--- config.mk ---
export PLATFORM = sky130hd
export DESIGN_NAME = tlb
export DESIGN_NICKNAME = d
export VERILOG_FILES = /design/src/verilog/tlb_pkg.sv /design/src/verilog/tlb_sweep_counter.sv /design/src/verilog/tlb_array.sv /design/src/verilog/tlb_match.sv /design/src/verilog/tlb_ctrl.sv /design/src/verilog/tlb.sv
export SDC_FILE = /design/constraint.sdc
export NUM_CORES = 2
export LEC_CHECK = 0
export BUFFER_PORTS_ARGS = -buffer_cell sky130_fd_sc_hd__buf_2
export CAP_MARGIN = 15
export CORE_MARGIN = 3
export CORE_UTILIZATION = 50
export DETAILED_ROUTE_END_ITERATION = 12
export GPL_ROUTABILITY_DRIVEN = 0
export PLACE_DENSITY = 0.66
export SETUP_SLACK_MARGIN = 0.3
export SLEW_MARGIN = 15
export SYNTH_ARGS = -nofsm -noshare
export SYNTH_HDL_FRONTEND = slang
export SYNTH_SLANG_ARGS = --single-unit
--- constraint.sdc ---
create_clock -name CLK -period 7.35 [get_ports CLK]
set_input_delay 1.47 -clock CLK [delete_from_list [all_inputs] [get_ports CLK]]
set_output_delay 1.47 -clock CLK [all_outputs]
set_load 0.01 [all_outputs]
--- src/verilog/tlb_pkg.sv ---
// tlb package
// widths, sizes, PTE flag positions and encodings shared by the Sv32 TLB

package tlb_pkg;

    // array geometry
    localparam int TLB_SETS = 16;
    localparam int TLB_WAYS = 2;
    localparam int SET_BITS = 4;
    localparam int WAY_BITS = 1;

    // Sv32 address fields
    localparam int PAGE_OFFSET_BITS = 12;
    localparam int VPN_BITS         = 20;
    localparam int TAG_BITS         = VPN_BITS - SET_BITS;   // vpn bits above the index
    localparam int ASID_BITS        = 9;
    localparam int PPN_BITS         = 22;
    localparam int PADDR_BITS       = PPN_BITS + PAGE_OFFSET_BITS;
    localparam int PTE_BITS         = 32;

    // flag bits of a leaf pte
    localparam int PTE_V       = 0;
    localparam int PTE_R       = 1;
    localparam int PTE_W       = 2;
    localparam int PTE_X       = 3;
    localparam int PTE_U       = 4;
    localparam int PTE_G       = 5;
    localparam int PTE_A       = 6;
    localparam int PTE_D       = 7;
    localparam int PTE_PPN_LSB = 10;   // ppn sits in 31:10

    typedef logic [VPN_BITS-1:0]   vpn_t;
    typedef logic [TAG_BITS-1:0]   tag_t;
    typedef logic [SET_BITS-1:0]   set_idx_t;
    typedef logic [WAY_BITS-1:0]   way_idx_t;
    typedef logic [ASID_BITS-1:0]  asid_t;
    typedef logic [PPN_BITS-1:0]   ppn_t;
    typedef logic [PADDR_BITS-1:0] paddr_t;
    typedef logic [PTE_BITS-1:0]   pte_t;

    // kind of access being translated
    typedef enum logic [1:0] {
        ACC_LOAD  = 2'd0,
        ACC_STORE = 2'd1,
        ACC_INSN  = 2'd2
    } access_e;

    typedef enum logic [1:0] {
        ST_FLUSH  = 2'd0,   // clear every entry after reset
        ST_LOOKUP = 2'd1,
        ST_REFILL = 2'd2,   // waiting on the page walker
        ST_FENCE  = 2'd3
    } tlb_state_e;

endpackage

--- src/verilog/tlb_sweep_counter.sv ---
// tlb sweep counter
// steps through every way of every set for the flush and fence sweeps

`timescale 1ns/1ps

module tlb_sweep_counter (
    input  logic                CLK,
    input  logic                nRST,
    input  logic                clear,
    input  logic                advance,
    output tlb_pkg::set_idx_t   sweep_set,
    output tlb_pkg::way_idx_t   sweep_way,
    output logic                sweep_last
);

    localparam int CNT_BITS = tlb_pkg::SET_BITS + tlb_pkg::WAY_BITS;

    // way in the low bits so both ways of a set come back to back
    logic [CNT_BITS-1:0] count;

    always_ff @(posedge CLK or negedge nRST) begin
        if (!nRST) begin
            count <= '0;
        end else if (clear) begin
            count <= '0;
        end else if (advance) begin
            count <= count + 1'b1;   // wraps to zero after the last pair
        end
    end

    assign sweep_set  = count[CNT_BITS-1:tlb_pkg::WAY_BITS];
    assign sweep_way  = count[tlb_pkg::WAY_BITS-1:0];
    assign sweep_last = &count;

endmodule

--- src/verilog/tlb_array.sv ---
// tlb entry storage
// two-way array of tag, asid, pte and valid with asynchronous read of one set,
// plus one last-used way bit per set

`timescale 1ns/1ps

module tlb_array (
    input  logic                                         CLK,
    input  logic                                         nRST,
    input  tlb_pkg::set_idx_t                            idx,
    input  logic                                         we,
    input  tlb_pkg::way_idx_t                            wr_way,
    input  logic                                         wr_valid,
    input  tlb_pkg::tag_t                                wr_tag,
    input  tlb_pkg::asid_t                               wr_asid,
    input  tlb_pkg::pte_t                                wr_pte,
    input  logic                                         touch,
    input  tlb_pkg::way_idx_t                            touch_way,
    output logic [tlb_pkg::TLB_WAYS-1:0]                 rd_valid,
    output tlb_pkg::tag_t  [tlb_pkg::TLB_WAYS-1:0]       rd_tag,
    output tlb_pkg::asid_t [tlb_pkg::TLB_WAYS-1:0]       rd_asid,
    output tlb_pkg::pte_t  [tlb_pkg::TLB_WAYS-1:0]       rd_pte,
    output tlb_pkg::way_idx_t                            last_used
);

    logic [tlb_pkg::TLB_WAYS-1:0]           valid_q [tlb_pkg::TLB_SETS];
    tlb_pkg::tag_t  [tlb_pkg::TLB_WAYS-1:0] tag_q   [tlb_pkg::TLB_SETS];
    tlb_pkg::asid_t [tlb_pkg::TLB_WAYS-1:0] asid_q  [tlb_pkg::TLB_SETS];
    tlb_pkg::pte_t  [tlb_pkg::TLB_WAYS-1:0] pte_q   [tlb_pkg::TLB_SETS];
    tlb_pkg::way_idx_t                      lru_q   [tlb_pkg::TLB_SETS];

    // control bits
    always_ff @(posedge CLK or negedge nRST) begin
        if (!nRST) begin
            for (int s = 0; s < tlb_pkg::TLB_SETS; s++) begin
                valid_q[s] <= '0;
                lru_q[s]   <= '0;
            end
        end else begin
            if (we) begin
                valid_q[idx][wr_way] <= wr_valid;   // only the selected way
            end
            if (touch) begin
                lru_q[idx] <= touch_way;
            end
        end
    end

    always_ff @(posedge CLK) begin
        if (we) begin
            tag_q[idx][wr_way]  <= wr_tag;
            asid_q[idx][wr_way] <= wr_asid;
            pte_q[idx][wr_way]  <= wr_pte;
        end
    end

    assign rd_valid  = valid_q[idx];
    assign rd_tag    = tag_q[idx];
    assign rd_asid   = asid_q[idx];
    assign rd_pte    = pte_q[idx];
    assign last_used = lru_q[idx];

endmodule

--- src/verilog/tlb_match.sv ---
// tlb match logic
// compares both ways of the addressed set, picks the hit and victim ways,
// checks page permissions and decides which entries a fence removes

`timescale 1ns/1ps

module tlb_match (
    input  tlb_pkg::tlb_state_e                    state,
    input  logic [31:0]                            req_vaddr,
    input  tlb_pkg::access_e                       req_access,
    input  logic                                   req_user,
    input  tlb_pkg::asid_t                         satp_asid,
    input  logic [tlb_pkg::TLB_WAYS-1:0]           rd_valid,
    input  tlb_pkg::tag_t  [tlb_pkg::TLB_WAYS-1:0] rd_tag,
    input  tlb_pkg::asid_t [tlb_pkg::TLB_WAYS-1:0] rd_asid,
    input  tlb_pkg::pte_t  [tlb_pkg::TLB_WAYS-1:0] rd_pte,
    input  tlb_pkg::way_idx_t                      last_used,
    input  tlb_pkg::set_idx_t                      sweep_set,
    input  tlb_pkg::way_idx_t                      sweep_way,
    input  tlb_pkg::vpn_t                          fence_vpn,
    input  tlb_pkg::asid_t                         fence_asid,
    input  logic                                   walk_fault_seen,
    output logic                                   hit,
    output logic                                   fault,
    output tlb_pkg::way_idx_t                      hit_way,
    output tlb_pkg::way_idx_t                      victim_way,
    output logic                                   fence_hit,
    output tlb_pkg::paddr_t                        resp_paddr,
    output logic                                   fault_load,
    output logic                                   fault_store,
    output logic                                   fault_insn
);

    tlb_pkg::tag_t req_tag;
    tlb_pkg::pte_t hit_pte;
    tlb_pkg::pte_t sw_pte;
    logic          hit_any;
    logic          perm_fault;
    logic          vpn_ok;
    logic          asid_ok;

    assign req_tag = req_vaddr[31 -: tlb_pkg::TAG_BITS];

    // first valid way with matching tag and asid
    always_comb begin
        hit_any = 1'b0;
        hit_way = '0;
        for (int w = 0; w < tlb_pkg::TLB_WAYS; w++) begin
            if (!hit_any && rd_valid[w] && rd_tag[w] == req_tag && rd_asid[w] == satp_asid) begin
                hit_any = 1'b1;
                hit_way = tlb_pkg::way_idx_t'(w);
            end
        end
    end

    assign hit        = hit_any && (state == tlb_pkg::ST_LOOKUP);   // no hits while sweeping
    assign hit_pte    = rd_pte[hit_way];
    assign victim_way = ~last_used;
    assign resp_paddr = {hit_pte[tlb_pkg::PTE_PPN_LSB +: tlb_pkg::PPN_BITS],
                         req_vaddr[tlb_pkg::PAGE_OFFSET_BITS-1:0]};

    always_comb begin
        perm_fault = !hit_pte[tlb_pkg::PTE_V]
                   || (hit_pte[tlb_pkg::PTE_W] && !hit_pte[tlb_pkg::PTE_R])  // reserved
                   || !hit_pte[tlb_pkg::PTE_A];                              // no A update
        case (req_access)
            tlb_pkg::ACC_LOAD:  perm_fault = perm_fault || !hit_pte[tlb_pkg::PTE_R];
            tlb_pkg::ACC_STORE: perm_fault = perm_fault || !hit_pte[tlb_pkg::PTE_W]
                                           || !hit_pte[tlb_pkg::PTE_D];
            tlb_pkg::ACC_INSN:  perm_fault = perm_fault || !hit_pte[tlb_pkg::PTE_X];
            default:            perm_fault = perm_fault;
        endcase
        // user pages only for user mode, supervisor never touches them
        perm_fault = perm_fault || (req_user != hit_pte[tlb_pkg::PTE_U]);
    end

    assign fault       = (hit && perm_fault) || walk_fault_seen;
    assign fault_load  = fault && (req_access == tlb_pkg::ACC_LOAD);
    assign fault_store = fault && (req_access == tlb_pkg::ACC_STORE);
    assign fault_insn  = fault && (req_access == tlb_pkg::ACC_INSN);

    // fence selection on the swept entry, zero fields match everything
    assign sw_pte    = rd_pte[sweep_way];
    assign vpn_ok    = (fence_vpn == '0) || ({rd_tag[sweep_way], sweep_set} == fence_vpn);
    assign asid_ok   = (fence_asid == '0)
                     || (rd_asid[sweep_way] == fence_asid && !sw_pte[tlb_pkg::PTE_G]);
    assign fence_hit = (state == tlb_pkg::ST_FENCE) && rd_valid[sweep_way] && vpn_ok && asid_ok;

endmodule

--- src/verilog/tlb_ctrl.sv ---
// tlb control FSM
// sequences the reset flush, lookups, refills from the page walker and the
// fence sweep, and drives the array write controls

`timescale 1ns/1ps

module tlb_ctrl (
    input  logic                  CLK,
    input  logic                  nRST,
    input  logic                  req_valid,
    input  logic                  hit,
    input  logic                  fault,
    input  logic                  fence,
    input  logic                  walk_done,
    input  logic                  walk_fault,
    input  logic                  sweep_last,
    input  logic                  fence_hit,
    input  tlb_pkg::way_idx_t     sweep_way,
    input  tlb_pkg::way_idx_t     victim_way,
    output tlb_pkg::tlb_state_e   state,
    output logic                  req_busy,
    output logic                  walk_req,
    output logic                  arr_we,
    output logic                  arr_fill,        // 1 writes a new entry, 0 clears one
    output logic                  arr_idx_sweep,
    output tlb_pkg::way_idx_t     arr_way,
    output logic                  cnt_clear,
    output logic                  cnt_advance,
    output logic                  fence_done,
    output logic                  walk_fault_seen
);

    tlb_pkg::tlb_state_e next_state;

    always_ff @(posedge CLK or negedge nRST) begin
        if (!nRST) begin
            state           <= tlb_pkg::ST_FLUSH;
            walk_fault_seen <= 1'b0;
        end else begin
            state           <= next_state;
            // held for one cycle so the lookup state can answer with the fault
            walk_fault_seen <= (state == tlb_pkg::ST_REFILL) && walk_fault && !walk_done;
        end
    end

    always_comb begin
        next_state    = state;
        req_busy      = 1'b1;
        walk_req      = 1'b0;
        arr_we        = 1'b0;
        arr_fill      = 1'b0;
        arr_idx_sweep = 1'b0;
        arr_way       = victim_way;
        cnt_clear     = 1'b0;
        cnt_advance   = 1'b0;
        fence_done    = 1'b0;

        case (state)
            tlb_pkg::ST_FLUSH: begin
                arr_idx_sweep = 1'b1;
                arr_way       = sweep_way;
                arr_we        = 1'b1;            // clear every swept entry
                cnt_advance   = 1'b1;
                if (sweep_last) begin
                    next_state = tlb_pkg::ST_LOOKUP;
                end
            end
            tlb_pkg::ST_LOOKUP: begin
                // fault covers both a permission fault and a failed walk
                if (req_valid && (hit || fault)) begin
                    req_busy = 1'b0;
                end
                if (fence) begin
                    cnt_clear  = 1'b1;
                    next_state = tlb_pkg::ST_FENCE;
                end else if (req_valid && !hit && !fault) begin
                    next_state = tlb_pkg::ST_REFILL;
                end
            end
            tlb_pkg::ST_REFILL: begin
                walk_req = 1'b1;
                if (walk_done) begin
                    arr_we     = 1'b1;
                    arr_fill   = 1'b1;           // written into the victim way
                    next_state = tlb_pkg::ST_LOOKUP;
                end else if (walk_fault) begin
                    next_state = tlb_pkg::ST_LOOKUP;   // nothing written
                end
            end
            tlb_pkg::ST_FENCE: begin
                arr_idx_sweep = 1'b1;
                arr_way       = sweep_way;
                arr_we        = fence_hit;       // only selected entries go
                cnt_advance   = 1'b1;
                if (sweep_last) begin
                    fence_done = 1'b1;
                    next_state = tlb_pkg::ST_LOOKUP;
                end
            end
            default: begin
                next_state = tlb_pkg::ST_FLUSH;
            end
        endcase
    end

endmodule

--- src/verilog/tlb.sv ---
// Sv32 TLB top
// two-way set-associative translation cache with page walker refill and fence
// sweep; the request and the fence fields are held steady while busy

`timescale 1ns/1ps

module tlb (
    input  logic                CLK,
    input  logic                nRST,
    input  logic                req_valid,
    input  logic [31:0]         req_vaddr,
    input  tlb_pkg::access_e    req_access,
    input  logic                req_user,
    input  tlb_pkg::asid_t      satp_asid,
    output logic                req_busy,
    output tlb_pkg::paddr_t     resp_paddr,
    output logic                fault_load,
    output logic                fault_store,
    output logic                fault_insn,
    output logic                walk_req,
    output tlb_pkg::vpn_t       walk_vpn,
    input  logic                walk_done,
    input  tlb_pkg::pte_t       walk_pte,
    input  logic                walk_fault,
    input  logic                fence,        // one-cycle pulse
    input  tlb_pkg::vpn_t       fence_vpn,    // held until fence_done
    input  tlb_pkg::asid_t      fence_asid,
    output logic                fence_done
);

    tlb_pkg::tlb_state_e                    state;
    logic                                   hit, fault, fence_hit, walk_fault_seen;
    logic                                   arr_we, arr_fill, arr_idx_sweep;
    logic                                   cnt_clear, cnt_advance, sweep_last;
    tlb_pkg::way_idx_t                      arr_way, hit_way, victim_way, sweep_way, last_used;
    tlb_pkg::set_idx_t                      sweep_set, arr_idx;
    logic [tlb_pkg::TLB_WAYS-1:0]           rd_valid;
    tlb_pkg::tag_t  [tlb_pkg::TLB_WAYS-1:0] rd_tag;
    tlb_pkg::asid_t [tlb_pkg::TLB_WAYS-1:0] rd_asid;
    tlb_pkg::pte_t  [tlb_pkg::TLB_WAYS-1:0] rd_pte;

    // sweeps address by counter, everything else by the request vpn
    assign arr_idx  = arr_idx_sweep ? sweep_set
                                    : req_vaddr[tlb_pkg::PAGE_OFFSET_BITS +: tlb_pkg::SET_BITS];
    assign walk_vpn = req_vaddr[31:tlb_pkg::PAGE_OFFSET_BITS];

    tlb_ctrl u_ctrl (
        .CLK, .nRST, .req_valid, .hit, .fault, .fence, .walk_done, .walk_fault,
        .sweep_last, .fence_hit, .sweep_way, .victim_way, .state, .req_busy, .walk_req,
        .arr_we, .arr_fill, .arr_idx_sweep, .arr_way, .cnt_clear, .cnt_advance,
        .fence_done, .walk_fault_seen
    );

    tlb_sweep_counter u_sweep (
        .CLK, .nRST, .clear(cnt_clear), .advance(cnt_advance),
        .sweep_set, .sweep_way, .sweep_last
    );

    // every lookup hit marks its way as last used
    tlb_array u_array (
        .CLK, .nRST, .idx(arr_idx), .we(arr_we), .wr_way(arr_way), .wr_valid(arr_fill),
        .wr_tag(req_vaddr[31 -: tlb_pkg::TAG_BITS]), .wr_asid(satp_asid), .wr_pte(walk_pte),
        .touch(hit), .touch_way(hit_way),
        .rd_valid, .rd_tag, .rd_asid, .rd_pte, .last_used
    );

    tlb_match u_match (
        .state, .req_vaddr, .req_access, .req_user, .satp_asid,
        .rd_valid, .rd_tag, .rd_asid, .rd_pte, .last_used,
        .sweep_set, .sweep_way, .fence_vpn, .fence_asid, .walk_fault_seen,
        .hit, .fault, .hit_way, .victim_way, .fence_hit,
        .resp_paddr, .fault_load, .fault_store, .fault_insn
    );

endmodule

# Word level (Yosys, flattened, before mapping)

Memory sizes are Yosys's and may differ from the RTL's.
Index checks and enable logic that the tools add are counted.

Register bits: 56
Bits in latches: 0
Bits in writable memories: 1,824
Bits in read-only memories: 0
Input port bits: 111
Output and inout bits: 60
Memories kept: 3

Add/sub/neg operators: 1
$mul: 0
Div/mod/pow operators: 0
$lt $le $gt $ge: 6
Eq/ne operators: 15
Shift operators: 0
Multiplexer cells: 59
Bitwise operators: 2
Reductions and logical operators: 52

Memory list:

| memory         | depth | width | read ports | clocked after memory_dff | write ports | line            | RTL |
|---|---|---|---|---|---|---|---|
| u_array.pte_q  | 16    | 64    | 1          | 0                        | 1           | tlb_array.sv:29 | `tlb_pkg::pte_t [tlb_pkg::TLB_WAYS-1:0] pte_q [tlb_pkg::TLB_SETS];` |
| u_array.tag_q  | 16    | 32    | 1          | 0                        | 1           | tlb_array.sv:27 | `tlb_pkg::tag_t [tlb_pkg::TLB_WAYS-1:0] tag_q [tlb_pkg::TLB_SETS];` |
| u_array.asid_q | 16    | 18    | 1          | 0                        | 1           | tlb_array.sv:28 | `tlb_pkg::asid_t [tlb_pkg::TLB_WAYS-1:0] asid_q [tlb_pkg::TLB_SETS];` |

Operator list:

| operator          | count |
|---|---|
| $mux 32           | 4 |
| $mux 64           | 1 |
| $mux 16           | 3 |
| $bwmux 32         | 1 |
| $demux 32 s1      | 1 |
| $eq 16x16->1      | 2 |
| $eq 9x9->1        | 3 |
| $mux 9            | 3 |
| $logic_and 1x1->1 | 22 |
| $mux 1            | 21 |
| $eq 20x20->1      | 1 |
| $logic_not 20->1  | 1 |
| $mux 18           | 1 |
| $bwmux 16         | 1 |
| $demux 16 s1      | 1 |
| $mux 2            | 8 |
| $mux 6            | 2 |
| $logic_not 1->1   | 11 |
| $logic_or 1x1->1  | 11 |
| $mux 5            | 2 |
| $demux 9 s1       | 1 |
| $logic_not 9->1   | 1 |
| $bmux 2 s4        | 1 |
| $demux 2 s4       | 1 |
| 24 further kinds  | 31 |

# Longest topological paths before layout

Depth after elaboration: 33
Mapped depth: 21

# Hierarchy

A second synthesis with hierarchy kept.

Cells, all modules: 3,295
Area, all modules: 73,196.5 um^2

By module, submodules not included:

| module            | instances | cells an instance | area each (um^2) | sequential area each (um^2) |
|---|---|---|---|---|
| tlb_array         | 1         | 2,988             | 70,403.8         | 55,973.7 |
| tlb_match         | 1         | 234               | 2,040.7          | 0.0 |
| tlb_ctrl          | 1         | 27                | 280.3            | 75.1 |
| tlb_sweep_counter | 1         | 22                | 276.5            | 125.1 |
| tlb               | 1         | 24                | 195.2            | 0.0 |

# Worst setup path before layout

Ideal clock, no wire load.

Kind: input to register
From: in req_vaddr[12]
To: reg u_array.valid_q[25] (netlist name)
Data arrival time: 6,972 ps
Path slack: 251 ps
Cell stages on the path: 14
Buffers on the path: 3
Cell sequence: or3b_4 buf_6 clkbuf_1 a21o_1 a41oi_1 a2111oi_0 xnor2_1 nand4_1 o22ai_1 a31oi_1 buf_2 or4_1 nor2_1 mux2_2

Longest elaborated chain between the ends: 14
Elaborated cells between the ends (all ways): 42
Those cells by class: order compare (4); eq/ne (2); mux (22); bitwise (2); reduce/logical (9); memory (3)

RTL lines:

| item                                                           | line                                              | RTL |
|---|---|---|
| start, declared                                                | tlb.sv:11                                         | `input logic [31:0] req_vaddr,` |
| $mux 4 *                                                       | tlb.sv:43                                         | `assign arr_idx = arr_idx_sweep ? sweep_set` |
| $not 4->5 (not written as such)                                | tlb_array.sv:41, tlb_array.sv:57, tlb_array.sv:61 |  |
| $bmux 1 s4                                                     | tlb_array.sv:61                                   | `assign last_used = lru_q[idx];` |
| $mux 1 (not written as such) (2 in a row)                      | tlb_array.sv:61                                   |  |
| $not 1->1                                                      | tlb_match.sv:58                                   | `assign victim_way = ~last_used;` |
| $mux 1                                                         | tlb_ctrl.sv:58                                    | `case (state)` |
| $lt 1x2->1 (not written as such) or $ge 1x1->1 (tied branches) | tlb_array.sv:41                                   | `valid_q[idx][wr_way] <= wr_valid;` |
| $logic_and 1x1->1 (not written as such)                        | tlb_array.sv:41                                   |  |
| $mux 1 (not written as such)                                   | tlb_array.sv:41                                   |  |
| $demux 1 s1                                                    | -                                                 |  |
| $mux 2 (not written as such)                                   | tlb_array.sv:41                                   |  |
| $demux 2 s4                                                    | tlb_array.sv:41                                   |  |
| $bwmux 32                                                      | tlb_array.sv:41                                   |  |
| end signal, assigned by index                                  | tlb_array.sv:41                                   |  |
| end, declared                                                  | tlb_array.sv:26                                   | `logic [tlb_pkg::TLB_WAYS-1:0] valid_q [tlb_pkg::TLB_SETS];` |

Mark *: on every way between the ends. The rest lies on a longest branch, timed or not. The select of a mux whose other input is x is not followed.
A chain may end at the register's enable or synchronous reset.

# Final worst setup path

From: reg u_ctrl.state[1]
To: out fault_load

Longest elaborated chain between the ends: 29
Elaborated cells between the ends (all ways): 48
Those cells by class: eq/ne (7); mux (11); bitwise (1); reduce/logical (26); memory (3)

RTL lines:

| item                                                                   | line            | RTL |
|---|---|---|
| start, declared                                                        | tlb_ctrl.sv:20  | `output tlb_pkg::tlb_state_e state,` |
| start signal, assigned                                                 | tlb_ctrl.sv:37  | `state <= tlb_pkg::ST_FLUSH;` |
| start signal, assigned                                                 | tlb_ctrl.sv:40  | `state <= next_state;` |
| parallel branches: the longest is 26 deep, another holds $mem_v2 16x32 | -               |  |
| $logic_and 1x1->1 *                                                    | tlb_match.sv:77 | `assign fault = (hit && perm_fault) \|\| walk_fault_seen;` |
| $logic_or 1x1->1 *                                                     | tlb_match.sv:77 |  |
| $logic_and 1x1->1 *                                                    | tlb_match.sv:78 | `assign fault_load = fault && (req_access == tlb_pkg::ACC_LOAD);` |
| end, declared                                                          | tlb.sv:17       | `output logic fault_load,` |

Every way passes the cells marked *. The select of a mux whose other input is x is not followed.

==> impl_results.md <==
* Worst Tran Pin Value at 1150 ps
* Outcome: complete, no violations
* Drt first pass iters at 5
* Slew Limit Headroom at a little under a quarter
* Nets at around 4,400
* Setup TNS at 0 ps
* Global-route wire length before repair at around 300,000 um
* Final ANT Viol Nets at 0
* Final Slew Violations at 0
* Tcrit/Tclk final at between 90% and 100%
* WL met1 at between 80,000 and 90,000 um
* Die footprint at about 150,000 um^2
* Post-cts hold buffer count at 0
* Post-Route WL at ~220,000 um
* Pwr/cell area at 386 nW/um^2
* Element type at the critical path end: primary output
* Hold depth at 1
* # clock sinks at approximately 1,800
* Rows at ~140
* Total grt overflow at 0
* Chip Width at about 390 um
* Number of global-route vias before repair at around 41,000
* Maximum fanout along the worst path at 36
* Post-synth top area cell: edfxtp_1
* # placed instances at 5,901
* Fraction of final layout cells sized beyond drive strength 1 at between 20% and 30%
* Fmax at 142 MHz
* HP Class: reg -> reg
* Post-Syn Instances at roughly 4,000
* Die H at 389 um
* Number of I/O pins at ~170
* Synth Register Bits at about 1,800
* Drc violations at 0
* Syn avg cell area at 18.8 um^2
* Overall power at between 30 and 40 mW
* Hold Violations, Final at 0
* Met2 routed WL at approximately 100,000 um
* Most common library cells after synthesis: edfxtp_1 (1,760), a21o_1 (430), mux4_2 (295)
* DR WL/cell at between 30 and 40 um
* Hpwl dp at between 100,000 and 150,000 um
* PortBufs at between 100 and 150
* Worst Reg-to-Reg Cells at 14
* H-tree lvl count at 4
* Met3 WL at between 20,000 and 25,000 um
* Total CTS buffers at approximately 180
* Root Driver: clkbuf_16
* 1st-iter DRT viols at between 5,000 and 6,000
* Clock Latency Late Sink at between 800 and 900 ps
* Final min period at just over 7000 ps
* Worst Skew at around 60 ps
* Util after Layout at about three fifths
* Synthesized area at about 73,000 um^2
* Via density at 6.62
* CTS tree: done
* Synth top area share at approximately 72%
* Synth warn at 0
* Finished Layout Cells at between 6,000 and 7,000
* Register area share after synthesis at approximately three quarters
* Initial Util at just over 50%
* Critical Path RT at around 6000 ps
* Core ar. at 145,000 um^2
* Layout area overhead at 16.2%
* Count leader, synth: edfxtp_1
* Yosys cell types at 87
* Net count after synthesis at ~4,000
* Pleak at roughly 28 nW
* RSZ-0062 raised after global routing: true
* Largest cells by area after synthesis: edfxtp_1 (72%), mux4_2 (9.1%), a21o_1 (4.4%)
* Crit path DAT at between 5000 and 6000 ps
* Via count at around 42,000
* Critical path class: reg -> out
* Synth Flop Type: edfxtp_1
* Highest routed layer: met5
* Post-synth EDFFs at roughly 1,800
* Clock Path Buffers at 3
* Worst vdd ir at 0.339 mV
* Worst-path clk slew at 60 ps
* Initial antenna violation count at 10
* Final setup violation count at 0
* Max cap viols at 0
* Crit start category: flop
* Overall routing resource usage at between 20 and 30%
* Async SR Flop Fraction at just over 3%
* Largest net degree at the start of global routing at 76
cell usage in the layout, fill, tap and decap left out, types with 21 or more instances in the layout:
cell type     n
clkinv_2     33
edfxtp_1   1760
nand2_1      57
buf_12       99
xnor2_1      66
buf_4       206
mux4_2      296
nor4_1       21
buf_2       143
a21oi_1     139
clkbuf_1     48
xor2_1       24
o41ai_1      26
a31oi_1      21
dfrtp_1      53
a21o_1      430
nor2_1       63
o22ai_1      25
clkinv_1     47
clkbuf_16   188
a22oi_1     103
mux2_2       48
nand3_1      46
nor3_1       22
a41oi_1      88
per-layer routing:
| metal | up-vias | track usage (%) |
|---|---|---|
| met5 | - | 0 |
| met4 | 10 | 10.6 |
| met3 | 517 | 6.32 |
| met2 | 2778 | 42.9 |
| met1 | 21700 | 40.0 |
| li1 | 16800 | - |
critical path, stage by stage, from the launching register on:
cell and delay (ps):
dfrtp_2 450, ha_4 400, buf_8 180, or3b_4 280, buf_12 150, buf_12 210, a21o_1 160, a41oi_1 130
or4_4 580, xor2_1 210, nand3_1 130, or4_4 550, a211oi_4 290, buf_12 220, mux2i_4 250, a21oi_2 60
nor4_1 290, buf_2 190
power breakdown:
part	internal (mW)	switching, mW
combinational	5.17	6.89
sequential	11.8	0.122
clock	4.93	3.95
total	21.9	11.0
flip-flops by register name, indices dropped and copies added, names as in the netlist:
name                    cells
u_array.asid_q            288
u_array.lru_q              16
u_array.valid_q            32
u_sweep.count               5
u_ctrl.state                2
u_array.pte_q             960
u_ctrl.walk_fault_seen      1
u_array.tag_q             512
path summary, 6_finish.rpt:
path                                startpoint                endpoint  slack (ps)
max                            u_ctrl.state[1]              fault_load         310
min                        u_array.valid_q[23]     u_array.valid_q[23]         490
max reg2reg                    u_ctrl.state[1]    u_array.pte_q[5][47]        1060
min reg2reg                u_array.valid_q[23]     u_array.valid_q[23]         490
max in group asynchronous                 nRST     u_array.valid_q[28]        5850
min in group asynchronous                 nRST  u_ctrl.walk_fault_seen         840
area by class of cell:
type | instances | area (um^2)
Antenna cell | 5 | 12.5
Clock buffer | 231 | 4760
Clock inverter | 108 | 935
Fill cell | 10400 | 59500
Inverter | 26 | 145
Multi-Input combinational cell | 1743 | 17700
Sequential cell | 1816 | 54300
Tap cell | 1903 | 2380
Timing Repair Buffer | 476 | 4830
per-stage QoR:
stage	hold WS (ps)	instance area (um^2)	worst slack, ps
5_1_grt	511	85000	230
2_1_floorplan	453	73200	251
3_5_place_dp	477	78000	168
3_3_place_gp	466	78000	153
6_report	489	85000	311
4_1_cts	490	84300	301
cell families after synthesis:
group / after synthesis / synth area share, %
xor+xnor: 94 / 1.14
compound gates: 923 / 9.27
simple gates: 339 / 2.46
fa+ha+maj: 6 / 0.103
buf+inv: 330 / 2.47
mux: 379 / 10.4
flops: 1816 / 74.1
what timing repair did:
| action | in CTS | in global routing |
|---|---|---|
| buffers inserted | 19 | 31 |
| pin swaps | 4 | 20 |
| setup endpoints to repair | 26 | 25 |
| gates cloned | 7 | 6 |
| gates resized for setup | 45 | 58 |
Power figures use the tool's default switching activity.
